`src/logic/bp_pkg.sv`:
```
`default_nettype none

// Shared widths and counter encoding for the tournament predictor
package bp_pkg;

    // Program counter width
    localparam int pc_w = 32;

    // Branch slot comes straight from the low PC bits
    localparam int slot_w = 6;
    localparam int num_slots = 2**slot_w; // 64 branch slots

    // Local taken/not-taken history kept per slot
    localparam int hist_w = 4;

    // Local pattern table is indexed by {slot, history}
    localparam int lpht_idx_w = slot_w + hist_w;

    // Two-bit saturating counter states
    // The upper bit is the predicted direction
    typedef enum logic [1:0] {
        strong_not_taken = 2'b00,
        weak_not_taken   = 2'b01,
        weak_taken       = 2'b10,
        strong_taken     = 2'b11
    } ctr_state_t;

    // Every counter entry starts here out of reset,
    // so each table initially leans toward not taken
    localparam ctr_state_t ctr_reset = weak_not_taken;

endpackage

`default_nettype wire

```
`src/logic/history_table.sv`:
```
`timescale 1ns/100ps
`default_nettype none

// Per-slot local branch history
// One shift register per slot, newest outcome in bit 0
module history_table (
    input  logic                      clk,
    input  logic                      rst,
    input  logic                      upd_en,
    input  logic [bp_pkg::slot_w-1:0] pred_slot,
    input  logic [bp_pkg::slot_w-1:0] upd_slot,
    input  logic                      upd_taken,
    output logic [bp_pkg::hist_w-1:0] pred_hist,
    output logic [bp_pkg::hist_w-1:0] upd_hist
);

    import bp_pkg::*;

    // History storage
    logic [hist_w-1:0] hist_mem [num_slots];

    // Value the update slot takes after the shift
    logic [hist_w-1:0] upd_hist_next;

    // Oldest outcome drops off the top, new one enters at the bottom
    assign upd_hist_next = {hist_mem[upd_slot][hist_w-2:0], upd_taken};

    always_ff @(posedge clk or posedge rst) begin
        if (rst) begin
            for (int i = 0; i < num_slots; i++) begin
                hist_mem[i] <= '0; // No history seen yet
            end
        end else if (upd_en) begin
            hist_mem[upd_slot] <= upd_hist_next;
        end
    end

    // Read port for the prediction lookup
    assign pred_hist = hist_mem[pred_slot];

    // Read port for the update side
    // Gives the history before this cycle's shift, which is what
    // the local pattern table must be trained with
    assign upd_hist = hist_mem[upd_slot];

endmodule

`default_nettype wire

```
`config.mk`:
```
export PLATFORM = sky130hd
export DESIGN_NAME = history_table
export DESIGN_NICKNAME = d
export VERILOG_FILES = /design/src/logic/bp_pkg.sv /design/src/logic/history_table.sv
export SDC_FILE = /design/constraint.sdc
export NUM_CORES = 1
export LEC_CHECK = 0
export ABC_CLOCK_PERIOD_IN_PS = 16000
export BUFFER_PORTS_ARGS = -buffer_cell sky130_fd_sc_hd__buf_2
export CAP_MARGIN = 15
export CORE_AREA = 10 10 136 231
export CTS_BUF_LIST = sky130_fd_sc_hd__clkbuf_4
export DETAILED_ROUTE_END_ITERATION = 16
export DIE_AREA = 0 0 146 241
export PLACE_DENSITY = 0.77
export RECOVER_POWER = 100
export SYNTH_ARGS = -nofsm -noshare
export SYNTH_HDL_FRONTEND = slang
export SYNTH_SLANG_ARGS = --single-unit
```
`constraint.sdc`:
```
create_clock -name clk -period 16 [get_ports clk]
set_clock_uncertainty 0.1 [all_clocks]
set_input_delay 2.4 -clock clk [delete_from_list [all_inputs] [get_ports clk]]
set_output_delay 2.4 -clock clk [all_outputs]
set_load 0.02 [all_outputs]
```
Word-level counts from Yosys, hierarchy flattened
Cells that the tools add are included.
{"block": "op_classes", "order_cmp": 3, "n_mux": 9, "n_bitwise": 2, "n_reduce_logical": 1}
{"op": "256-bit bitwise mux", "n": 1}
{"op": "4-bit binary-select mux with 6-bit select", "n": 2}
{"op": "4-bit demux with 6-bit select", "n": 1}
{"op": "4-bit 2-to-1 mux", "n": 5}
{"op": "7-bit >= comparator (second input constant)", "n": 2}
{"op": "6-bit NOT with 7-bit output", "n": 2}
{"op": "7-bit by 1-bit < comparator with 1-bit output (second input constant)", "n": 1}
{"op": "1-bit logical AND", "n": 1}
{"block": "word_totals", "regBits": 256, "inputBits": 16, "output_inout_bits": 8}

Depth between registers and ports, before layout
{"block": "depth", "word_depth": 6, "mapped_depth": 12, "ltp_nobuf": 6}

Worst setup path before layout
Ideal clock, no wire load.
{"block": "synth_path", "path_kind": "input to output", "startpoint": "in pred_slot[0] (netlist bit)", "endpoint": "out pred_hist[0] (netlist bit)", "t_arrival_ns": 4.353, "path_slack_ns": 9.147, "path_stages": 7, "n_path_buf": 2, "path_cell_list": "buf_6 -> buf_2 -> mux4_2 -> mux4_2 -> mux2_2 -> nand2_1 -> o21ai_0"}
{"block": "synth_via", "elab_chain_cells": 4}
{"item": "start, declared", "line": "history_table.sv:10", "text": "input logic [bp_pkg::slot_w-1:0] pred_slot,"}
{"item": "6-bit NOT with 7-bit output (implied by the code)", "line": "history_table.sv:39", "text": "assign pred_hist = hist_mem[pred_slot];"}
{"item": "4-bit binary-select mux with 6-bit select", "line": "history_table.sv:39"}
{"item": "4-bit 2-to-1 mux (implied by the code) (2 in a row)", "line": "history_table.sv:39"}
{"item": "end, declared", "line": "history_table.sv:13", "text": "output logic [bp_pkg::hist_w-1:0] pred_hist,"}
No other way between the ends. The select of a mux whose other input is x is not followed.

Worst setup path in the final report
{"block": "layout_path", "startpoint": "in upd_slot[2] (netlist bit)", "endpoint": "out upd_hist[3] (netlist bit)"}
{"block": "layout_via", "elab_chain_cells": 4}
{"item": "start, declared", "line": "history_table.sv:11", "text": "input logic [bp_pkg::slot_w-1:0] upd_slot,"}
{"item": "6-bit NOT with 7-bit output (implied by the code)", "line": "history_table.sv:44", "text": "assign upd_hist = hist_mem[upd_slot];"}
{"item": "4-bit binary-select mux with 6-bit select", "line": "history_table.sv:44"}
{"item": "4-bit 2-to-1 mux (implied by the code)", "line": "history_table.sv:44"}
{"item": "4-bit 2-to-1 mux"}
{"item": "end, declared", "line": "history_table.sv:14", "text": "output logic [bp_pkg::hist_w-1:0] upd_hist"}
No other way between the ends. The select of a mux whose other input is x is not followed.

==> reports/qor.yml <==
io_pins: 24
fillCellCount: 2372
postRouteWirelength_um: 46200
drt-wirelength-per-cell_um: 28.9
syn_area_per_cell_um2: 11.8
critPathLaunch: "upd_slot[2]"
yosys.area.top_type: "dfrtp_1"
cap_violations: 9
clk_latency_ns: 0.76
rsz0062_at_grt: "no"
fin_nets: 1208
area_growth_pct: 6.21
die_x_um: 146
antenna_found_initial: 2
fin_util: 0.538
path_clk_slew_ns: 0.07
coreArea_mm2: 0.0273
postRouteAntennaNets: 0
cts_tree: "yes"
htreeDepth: 2
rr_startpoint: "hist_mem[72]"
grt_pass1_vias: 11200
post_cts_resized: 0
synthFlopType: "dfrtp_1"
arrival_ns: 8.79
clk_path_buf_depth: 3
yosys_register_bits: 256
firstDrtPassIters: 7
ir_drop_v: 0.0000431
worst_pin_slew_ns: 5.16
min_period_ns: 11.29
synth.distinct_cells: 59
violations: "capacitance limit, slew limit"
layout-drive-gt1-share: 0.284
hold_class: "flop to flop"
cts_sinks: 256
fin_cells: 1598
p_leak_nw: 6.36
grt_pass1_wl_um: 69700
status: "finished, violations left"
ys_top_cells_by_count: "256 x dfrtp_1, 150 x mux2_2, 117 x nand2_1, 113 x nor2_1, 80 x o21ai_0"
die_y_um: 241
regMostFlops: "hist_mem"
hold_depth: 2
clock.fmax_mhz: 88.6
syn_nets: 1189
hold_viol: 0
io_buffers: 23
gp_congestion: 1.01
rrSetupSlack_ns: 12.57
critPathCapture: "upd_hist[3]"
initialDrtViolationCount: 1376
synth_area_leaders: "dfrtp_1 46%, mux4_2 13%, mux2_2 12%"
worst-path-max-fanout: 56
start_kind: "primary input"
r2r-end: "hist_mem[89]"
grt-ovfl-total: 0
finalCritPeriodShare: 0.706
relSlewSlack: -2.46
gr-usage-all-layers: 0.263
cts-root-buf: "clkbuf_4"
worst_hold_slack_ns: 0.408
grt_max_degree: 116
finalSetupViolations: 0
dp_cells: 1498
ys_warn_count: 0
largest_reg_flops: 256
power.density_mw_per_mm2: 103
ys_seq_area_frac: 0.463
reg_top3: "hist_mem x256"
synth_area_mm2: 0.0138
crit_type: "primary input to output pin"
netlist_instances: 1173
yosysTopAreaCellShare: 0.463
cts_hold_buf: 0
yosysMostFrequentCell: "dfrtp_1"
finalMaxSlewViolations: 438
power_w: 0.00151
hpwl_um: 30800
numCtsBuffers: 59
rr_worst_depth: 7
synth_edf_count: 0
vias: 11100
endpoint_kind: "output pin"
final.setup.tns_ns: 0
async_reset_ff_frac: 1.00
initial_core_util: 0.507
worstPathRequired_ns: 13.50
cts_setup_buffers: 0
die_area_mm2: 0.0352
fp-row-count: 80
drc_errors: 0
avgViaCountPerCell: 6.92
[routing by layer]
| metal | vias to the layer above | wire length (um) | GRT usage |
|---|---|---|---|
| met5 | - | 0 | 0 |
| met4 | 0 | 4640 | 0.209 |
| met3 | 297 | 4640 | 0.0632 |
| met2 | 844 | 22200 | 0.441 |
| met1 | 5435 | 14700 | 0.281 |
| li1 | 4476 | - | - |
[cell type report]
class / instances / area (um^2) / share of cell area
Antenna cell: 2 / 5.00 / 0.000340
Clock buffer: 75 / 563 / 0.0383
Clock inverter: 21 / 82.6 / 0.00562
Inverter: 3 / 12.5 / 0.000851
Multi-Input combinational cell: 830 / 6930 / 0.472
Sequential cell: 256 / 6410 / 0.436
Tap cell: 369 / 462 / 0.0314
Timing Repair Buffer: 42 / 235 / 0.0160
[critical path, cell delays in order]
cell and delay (ns):
clkbuf_1 1.06, clkbuf_1 2.41, nor2_1 0.82, a221oi_1 0.49
a21oi_1 0.08, o21ai_0 0.51, o21ai_0 0.22, or4_1 0.52
clkbuf_1 0.21
[metrics by stage]
| step | worst slack [ns] | instance area (um^2) |
|---|---|---|
| 3_3_place_gp | 7.50 | 14100 |
| 5_1_grt | 4.22 | 14700 |
| 6_report | 4.71 | 14700 |
| 3_5_place_dp | 7.44 | 14100 |
| 4_1_cts | 7.43 | 14700 |
| 2_1_floorplan | 6.46 | 13800 |
[how the worst min path moves through the flow]
stage | slack [ns] | from | to
after global placement | 0.38 | hist_mem[86] | hist_mem[86]
after detailed placement | 0.39 | hist_mem[29] | hist_mem[29]
final | 0.41 | hist_mem[26] | hist_mem[26]
after floorplan | 0.36 | hist_mem[183] | hist_mem[183]
after CTS | 0.41 | hist_mem[29] | hist_mem[29]
after global routing | 0.44 | hist_mem[149] | hist_mem[149]
[placed cells by master (no fill, tap or decap), types with 8 or more instances in the layout]
cell and instances:
a22oi_1 34, o22ai_1 18, nor2b_1 8, clkinv_1 15, mux2i_1 33, nor2_1 115
buf_2 16, a22o_1 9, mux4_2 79, nand3_1 8, mux2_2 149, nand2_1 117
dfrtp_1 256, a221oi_1 35, buf_4 9, clkbuf_1 16, a21oi_1 72, clkbuf_4 75
o21ai_0 83
[cell families after synthesis]
family / share of synthesized area
DFF: 0.463
muxes: 0.288
buffers and inverters: 0.0353
AOI/OAI and AO/OA: 0.129
and+or+nand+nor: 0.0848
[power by group]
| group | switching [W] | total, W | internal, W |
|---|---|---|---|
| logic | 0.000142 | 0.000254 | 0.000112 |
| clock network | 0.000259 | 0.000477 | 0.000217 |
| registers | 0.0000680 | 0.000777 | 0.000710 |
| total | 0.000469 | 0.00151 | 0.00104 |
No activity file was read; power rests on OpenSTA's default activity.
