===== src/logic/bp_pkg.sv =====
`default_nettype none

// Shared widths and counter encoding for the tournament predictor
package bp_pkg;

    // Program counter width
    localparam int pc_w = 32;

    // Branch slot comes straight from the low PC bits
    localparam int slot_w = 6;
    localparam int num_slots = 2**slot_w; // 64 branch slots

    // Local taken/not-taken history kept per slot
    localparam int hist_w = 4;

    // Local pattern table is indexed by {slot, history}
    localparam int lpht_idx_w = slot_w + hist_w;

    // Two-bit saturating counter states
    // The upper bit is the predicted direction
    typedef enum logic [1:0] {
        strong_not_taken = 2'b00,
        weak_not_taken   = 2'b01,
        weak_taken       = 2'b10,
        strong_taken     = 2'b11
    } ctr_state_t;

    // Every counter entry starts here out of reset,
    // so each table initially leans toward not taken
    localparam ctr_state_t ctr_reset = weak_not_taken;

endpackage

`default_nettype wire


===== src/logic/counter_table.sv =====
`timescale 1ns/100ps
`default_nettype none

// Table of 2-bit saturating counters
// Used for the local pattern table, the bimodal table and the chooser
module counter_table #(
    parameter int idx_w = 6
) (
    input  logic             clk,
    input  logic             rst,
    input  logic             upd_en,
    input  logic [idx_w-1:0] rd_index,
    input  logic [idx_w-1:0] upd_index,
    input  logic             upd_taken,
    output logic             rd_taken,
    output logic             upd_pred
);

    import bp_pkg::*;

    localparam int entries = 2**idx_w;

    // Counter storage
    ctr_state_t ctr_mem [entries];

    // Addressed counter on the update side and its next state
    ctr_state_t upd_state;
    ctr_state_t upd_state_next;

    assign upd_state = ctr_mem[upd_index];

    // Saturating step toward the resolved direction
    always_comb begin
        upd_state_next = upd_state;
        if (upd_taken) begin
            if (upd_state != strong_taken) begin
                upd_state_next = ctr_state_t'(upd_state + 2'd1);
            end
        end else begin
            if (upd_state != strong_not_taken) begin
                upd_state_next = ctr_state_t'(upd_state - 2'd1);
            end
        end
    end

    always_ff @(posedge clk or posedge rst) begin
        if (rst) begin
            for (int i = 0; i < entries; i++) begin
                ctr_mem[i] <= ctr_reset;
            end
        end else if (upd_en) begin
            ctr_mem[upd_index] <= upd_state_next;
        end
    end

    // Direction bit at the lookup index
    assign rd_taken = ctr_mem[rd_index][1];

    // Direction bit at the update index, before this edge
    assign upd_pred = upd_state[1];

endmodule

`default_nettype wire


===== config.mk =====
export PLATFORM = sky130hd
export DESIGN_NAME = counter_table
export DESIGN_NICKNAME = d
export VERILOG_FILES = /design/src/logic/bp_pkg.sv /design/src/logic/counter_table.sv
export SDC_FILE = /design/constraint.sdc
export NUM_CORES = 1
export LEC_CHECK = 0
export ABC_CLOCK_PERIOD_IN_PS = 4500
export BUFFER_PORTS_ARGS = -buffer_cell sky130_fd_sc_hd__buf_2
export CAP_MARGIN = 15
export CORE_UTILIZATION = 25
export DETAILED_ROUTE_END_ITERATION = 10
export PLACE_DENSITY = 0.4
export SYNTH_ARGS = -nofsm -noshare
export SYNTH_HDL_FRONTEND = slang
export SYNTH_SLANG_ARGS = --single-unit

===== constraint.sdc =====
create_clock -name clk -period 4.5 [get_ports clk]
set_input_delay 0.225 -clock clk [delete_from_list [all_inputs] [get_ports clk]]
set_output_delay 0.225 -clock clk [all_outputs]
set_load 0.05 [all_outputs]

After elaboration in Yosys (flattened, before gate mapping)
Index checks and enable logic that the tools add are counted.
Operators by class
  $add $sub $neg: 2
  magnitude comparators: 3
  equal/unequal tests: 1
  muxes and demuxes: 12
  bitwise gates (word level): 2
  reduce and logical (&&, ||, !) cells: 2
Operators by type and width (number)
  bitwise mux 128 bit: 1
  binary-select mux 2 bit (select 6 bit): 2
  two-way mux 2 bit: 8
  >= comparator 7 bit, second input constant: 2
  NOT 6 -> 7 bit: 2
  demux 2 bit (select 6 bit): 1
  less-than comparator 7 x 1 -> 1 bit, second input constant: 1
  adder 2 x 1 -> 2 bit, second input constant: 1
  != test 2 bit, second input constant: 1
  nonzero test 2 bit: 1
  subtractor 2 x 1 -> 2 bit, second input constant: 1
  logical AND 1 bit: 1
Word-level totals
  bits in registers: 128
  input bits: 16
  output and inout port bits: 2
  logic and storage cells: 86

Depth between registers and ports, before layout
  word-level depth: 8
  mapped depth: 11
  mapped depth without buffers: 7

Worst setup path before layout
Ideal clock, no wire load.
  kind: in2out
  from: input port rd_index[0]
  to: output port rd_taken
  data arrival time: 2.796 ns
  data required time: 4.275 ns
  path slack: 1.479 ns
  cell stages on the path: 5
  path buffers: 2
  cell sequence: clkbuf_1 buf_1 mux4_2 mux4_2 mux4_2
Between the ends
  cells in the longest elaborated chain, start to end: 4
RTL lines
  start, declared: RTL line counter_table.sv:12  | input logic [idx_w-1:0] rd_index,
  NOT 6 -> 7 bit (implied by the code): RTL line counter_table.sv:57  | assign rd_taken = ctr_mem[rd_index][1];
  binary-select mux 2 bit (select 6 bit): RTL line counter_table.sv:57
  two-way mux 2 bit (implied by the code) (2 in series): RTL line counter_table.sv:57
  end, declared: RTL line counter_table.sv:15  | output logic rd_taken,
Every way passes these cells. The select of a mux whose other input is x is not followed.

Final worst setup path
  from: input port upd_index[2]
  to: register ctr_mem[75] (netlist bit)
Between the ends
  cells in the longest elaborated chain, start to end: 8
  elaborated cells between the ends (all ways): 17
  classes of those cells: 2 x add/sub; 2 x order compare; 1 x eq/ne; 9 x mux; 1 x bitwise; 2 x reduce/logical
RTL lines
  start, declared: RTL line counter_table.sv:13  | input logic [idx_w-1:0] upd_index,
  NOT 6 -> 7 bit (implied by the code) *: RTL line counter_table.sv:30, counter_table.sv:52
  binary-select mux 2 bit (select 6 bit): RTL line counter_table.sv:30  | assign upd_state = ctr_mem[upd_index];
  two-way mux 2 bit (implied by the code) (2 in series): RTL line counter_table.sv:30
  subtractor 2 x 1 -> 2 bit (tied with other cells): RTL line counter_table.sv:41  | upd_state_next = ctr_state_t'(upd_state - 2'd1);
  two-way mux 2 bit, on equally long branches: RTL line counter_table.sv:40, counter_table.sv:36
  two-way mux 2 bit: RTL line counter_table.sv:35  | if (upd_taken) begin
  bitwise mux 128 bit *: RTL line counter_table.sv:52  | ctr_mem[upd_index] <= upd_state_next;
  end signal, assigned by index: RTL line counter_table.sv:49  | ctr_mem[i] <= ctr_reset;
  end signal, assigned by index: RTL line counter_table.sv:52
  end, declared: RTL line counter_table.sv:24  | ctr_state_t ctr_mem [entries];
Every way passes the cells marked *; elsewhere a longest branch is shown, timed or not. The select of a mux whose other input is x is not followed.
A chain may end at the register's enable or synchronous reset.

==> results by group <==
Finish
  – Commonest non-fill, non-tap cell in the layout: nand2_1
  – Largest register FFs: 128
  – Filler cells: 2720
  – Final nets: 679
  – Biggest register: ctr_mem
  – Fin cells: 1011
  – Layout cell share with drive strength beyond 1: 34.3%
  – P&R area growth vs syn: 16.1%
  – ANT cells: 0
  – Highest-count cells in the layout ignoring fill and taps: 206 x nand2_1, 72 x o21ai_0, 64 x dfstp_2, 64 x dfrtp_1, 60 x o21ai_2
  – Largest regs: ctr_mem x128

STA
  – Part of the cycle the worst path needs: 76.0%
  – RSZ-0062 raised after global routing: false
  – Setup ws final: 1.08 ns
  – Slew Limit Fails: 0
  – Worst clock skew: 0.0103 ns
  – Hold Slack: 0.347 ns
  – Final hold violation count: 0
  – Final setup fails: 0
  – Worst-Margin Slew: 1.24 ns
  – Max_slew headroom: 17.2%
  – Setup_tns: 0 ns
  – Minimum clock period: 3.42 ns
  – Fmax: 0.293 GHz

Power and ir drop
  – Pwr per Cell Area: 436 nW/µm²
  – Total power: 3420 µW
  – Combinational power share: 14.1%
  – Net Sw Frac: 27.2%
  – Internal: 2490 µW
  – Peak supply drop: 0.187 mV
  – P_leak: 0.00305 µW
  – Clock power frac: 43.8%
  – Seq pwr share: 42.0%
  – P_sw: 930 µW

Synth
  – Synth async-reset ratio: 100%
  – Mapped Area: 6760 µm²
  – Syn. warnings: 0
  – Number of flops mapped to enable cells by yosys: 0
  – Seq/Total Area, Yosys: 48.5%
  – Post-synth top flop: dfstp_2
  – Distinct cells, synth: 51
  – FF+latch count, synth: 128
  – Mean Syn Cell Area: 10.4 µm²
  – Cells after Synth: 649
  – Synthesized net count: 665

Setup path
  – CP top delay family: buffers and inverters
  – CP cell instances: buf_2, buf_4, mux2i_1, o22ai_1, o31a_1, a311oi_1, nor4b_2, maj3_2, buf_12, o21ai_0
  – Worst path slowest cell: buf_2
  – Crit. End Element: flop
  – Worst-path maximum fanout: 53
  – Arr. time, crit path: 3.70 ns
  – CP bufs+invs: 3
  – Crit start category: primary input
  – Setup CP Type: in2reg
  – Critical Path RT: 4.79 ns
  – CP peak stage delay: 0.64 ns

GRT
  – First-pass GRT wire length: 32.8 mm
  – Number of global-route vias before repair: 5142
  – Total grt overflow: 0
  – Gr usage total: 16.1%
  – Largest net degree at the start of global routing: 59
  – Antenna violations before repair: 0

Clocking
  – CTS Buf Count: 17
  – H-tree depth: 4
  – CTS max path bufs: 2
  – Worst-path clk slew: 0.06 ns
  – CTS sink count: 128
  – CTS root buf: clkbuf_16
  – Post_cts resized: 0
  – CTS tree: done
  – Clk Latency, worst-skew pair: 0.42 ns

Place
  – Post-DP HPWL: 14.1 mm
  – Cell count after placement: 978
  – Placer Congestion: 0.783
  – Pre-CTS setup slack: 0.717 ns
  – PortBufs: 17

Detailed routing
  – # DRC: 0
  – DRT Wirelength: 21.2 mm
  – Via count: 4979
  – Avg Vias per Cell: 4.92
  – Post-route ant nets: 0
  – 1st-iter DRT viols: 245
  – Per-cell routed wire length: 20.9 µm
  – DRT Pass-1 Iters: 5

Floorplanning
  – Initial Utilization: 25.7%
  – Site Rows: 59
  – I/O pin count: 18
  – Chip height: 166 µm
  – Core Box Area: 26300 µm²
  – Die ar.: 27700 µm²
  – Die width: 166 µm

Flow run
  – Max_cap viols: 0

Outcome
  – Outcome: completed

Worst hold path
  – Hold Path Class: in2reg
==> what timing repair did <==
| action | in CTS | in global routing |
|---|---|---|
| buffers inserted | 0 | 0 |
| hold endpoints to repair | 29 | 0 |
| hold buffers | 1 | 0 |
==> layout make-up <==
type,instances,area [µm²],area share (%)
Sequential cell,128,3280,41.8
Multi-Input combinational cell,478,3260,41.6
Clock buffer,20,457,5.82
Tap cell,335,419,5.34
Timing Repair Buffer,31,218,2.77
Clock inverter,12,181,2.31
Inverter,7,28.8,0.367
==> power groups by stage <==
stage	clock [µW]	combinational (µW)	sequential [µW]
floorplan	0	372	1410
global placement	0	482	1450
detailed placement	0	493	1450
CTS	1530	493	1440
global route	1580	536	1450
finish	1500	484	1440
==> synthesized netlist by cell type, drive strengths merged (2+ instances only) <==
cell | count | area [µm²]
a22o | 3 | 26.3
nor3b | 4 | 35.0
o22ai | 4 | 25.0
clkbuf | 16 | 60.1
nor2 | 12 | 45.0
mux2 | 2 | 22.5
and2 | 4 | 25.0
nor2b | 4 | 25.0
o21ai | 132 | 886
maj3 | 2 | 21.3
o211ai | 3 | 22.5
and3 | 3 | 18.8
mux4 | 36 | 811
o2111ai | 2 | 17.5
nand2 | 206 | 773
mux2i | 13 | 130
dfstp | 64 | 1680
nor3 | 3 | 15.0
nand3 | 6 | 30.0
a21o | 2 | 15.0
buf | 20 | 145
dfrtp | 64 | 1600
inv | 7 | 26.3
and3b | 2 | 17.5
a22oi | 3 | 22.5
a32o | 2 | 20.0
a221oi | 12 | 105
==> final timing paths <==
check | cells past startpoint | slack, ns | to | start
setup / recovery | 10 | 1.08 | ctr_mem[75] | upd_index[2]
max in group asynchronous | 4 | 2.96 | ctr_mem[16] | rst
setup reg to reg | 7 | 1.49 | ctr_mem[108] | ctr_mem[98]
hold reg to reg | 2 | 0.47 | ctr_mem[122] | ctr_mem[122]
min in group asynchronous | 3 | 0.48 | ctr_mem[47] | rst
hold / removal | 4 | 0.35 | ctr_mem[92] | upd_index[3]
==> tightest hold or removal path, cell delays in order <==
cell,delay (ns)
buf_2,0.18
nor3b_2,0.14
nand2_1,0.15
o21ai_2,0.06
==> metrics by stage <==
stage,util (%),instance area (µm²)
floorplan,-,6760
global placement,27.4,7200
detailed placement,27.4,7200
CTS,29.9,7850
global route,29.9,7850
finish,29.9,7850
==> layer usage <==
layer	global-route usage [%]	part of all wire, %	vias up
met2	26.2	48	107
met4	3.78	1.1	0
li1	-	-	2374
met3	3.23	3.5	16
met1	21.8	47	2482
met5	0	0	-
==> cell families after synthesis <==
logic type | after synthesis | share of synthesized area [%]
adders and majority gates | 2 | 0.314
muxes | 51 | 14.2
DFF | 128 | 48.5
AOI/OAI and AO/OA | 173 | 18.0
buffers and inverters | 43 | 3.42
and+or+nand+nor | 252 | 15.5
Note: power is estimated with default switching activity, not from simulation.
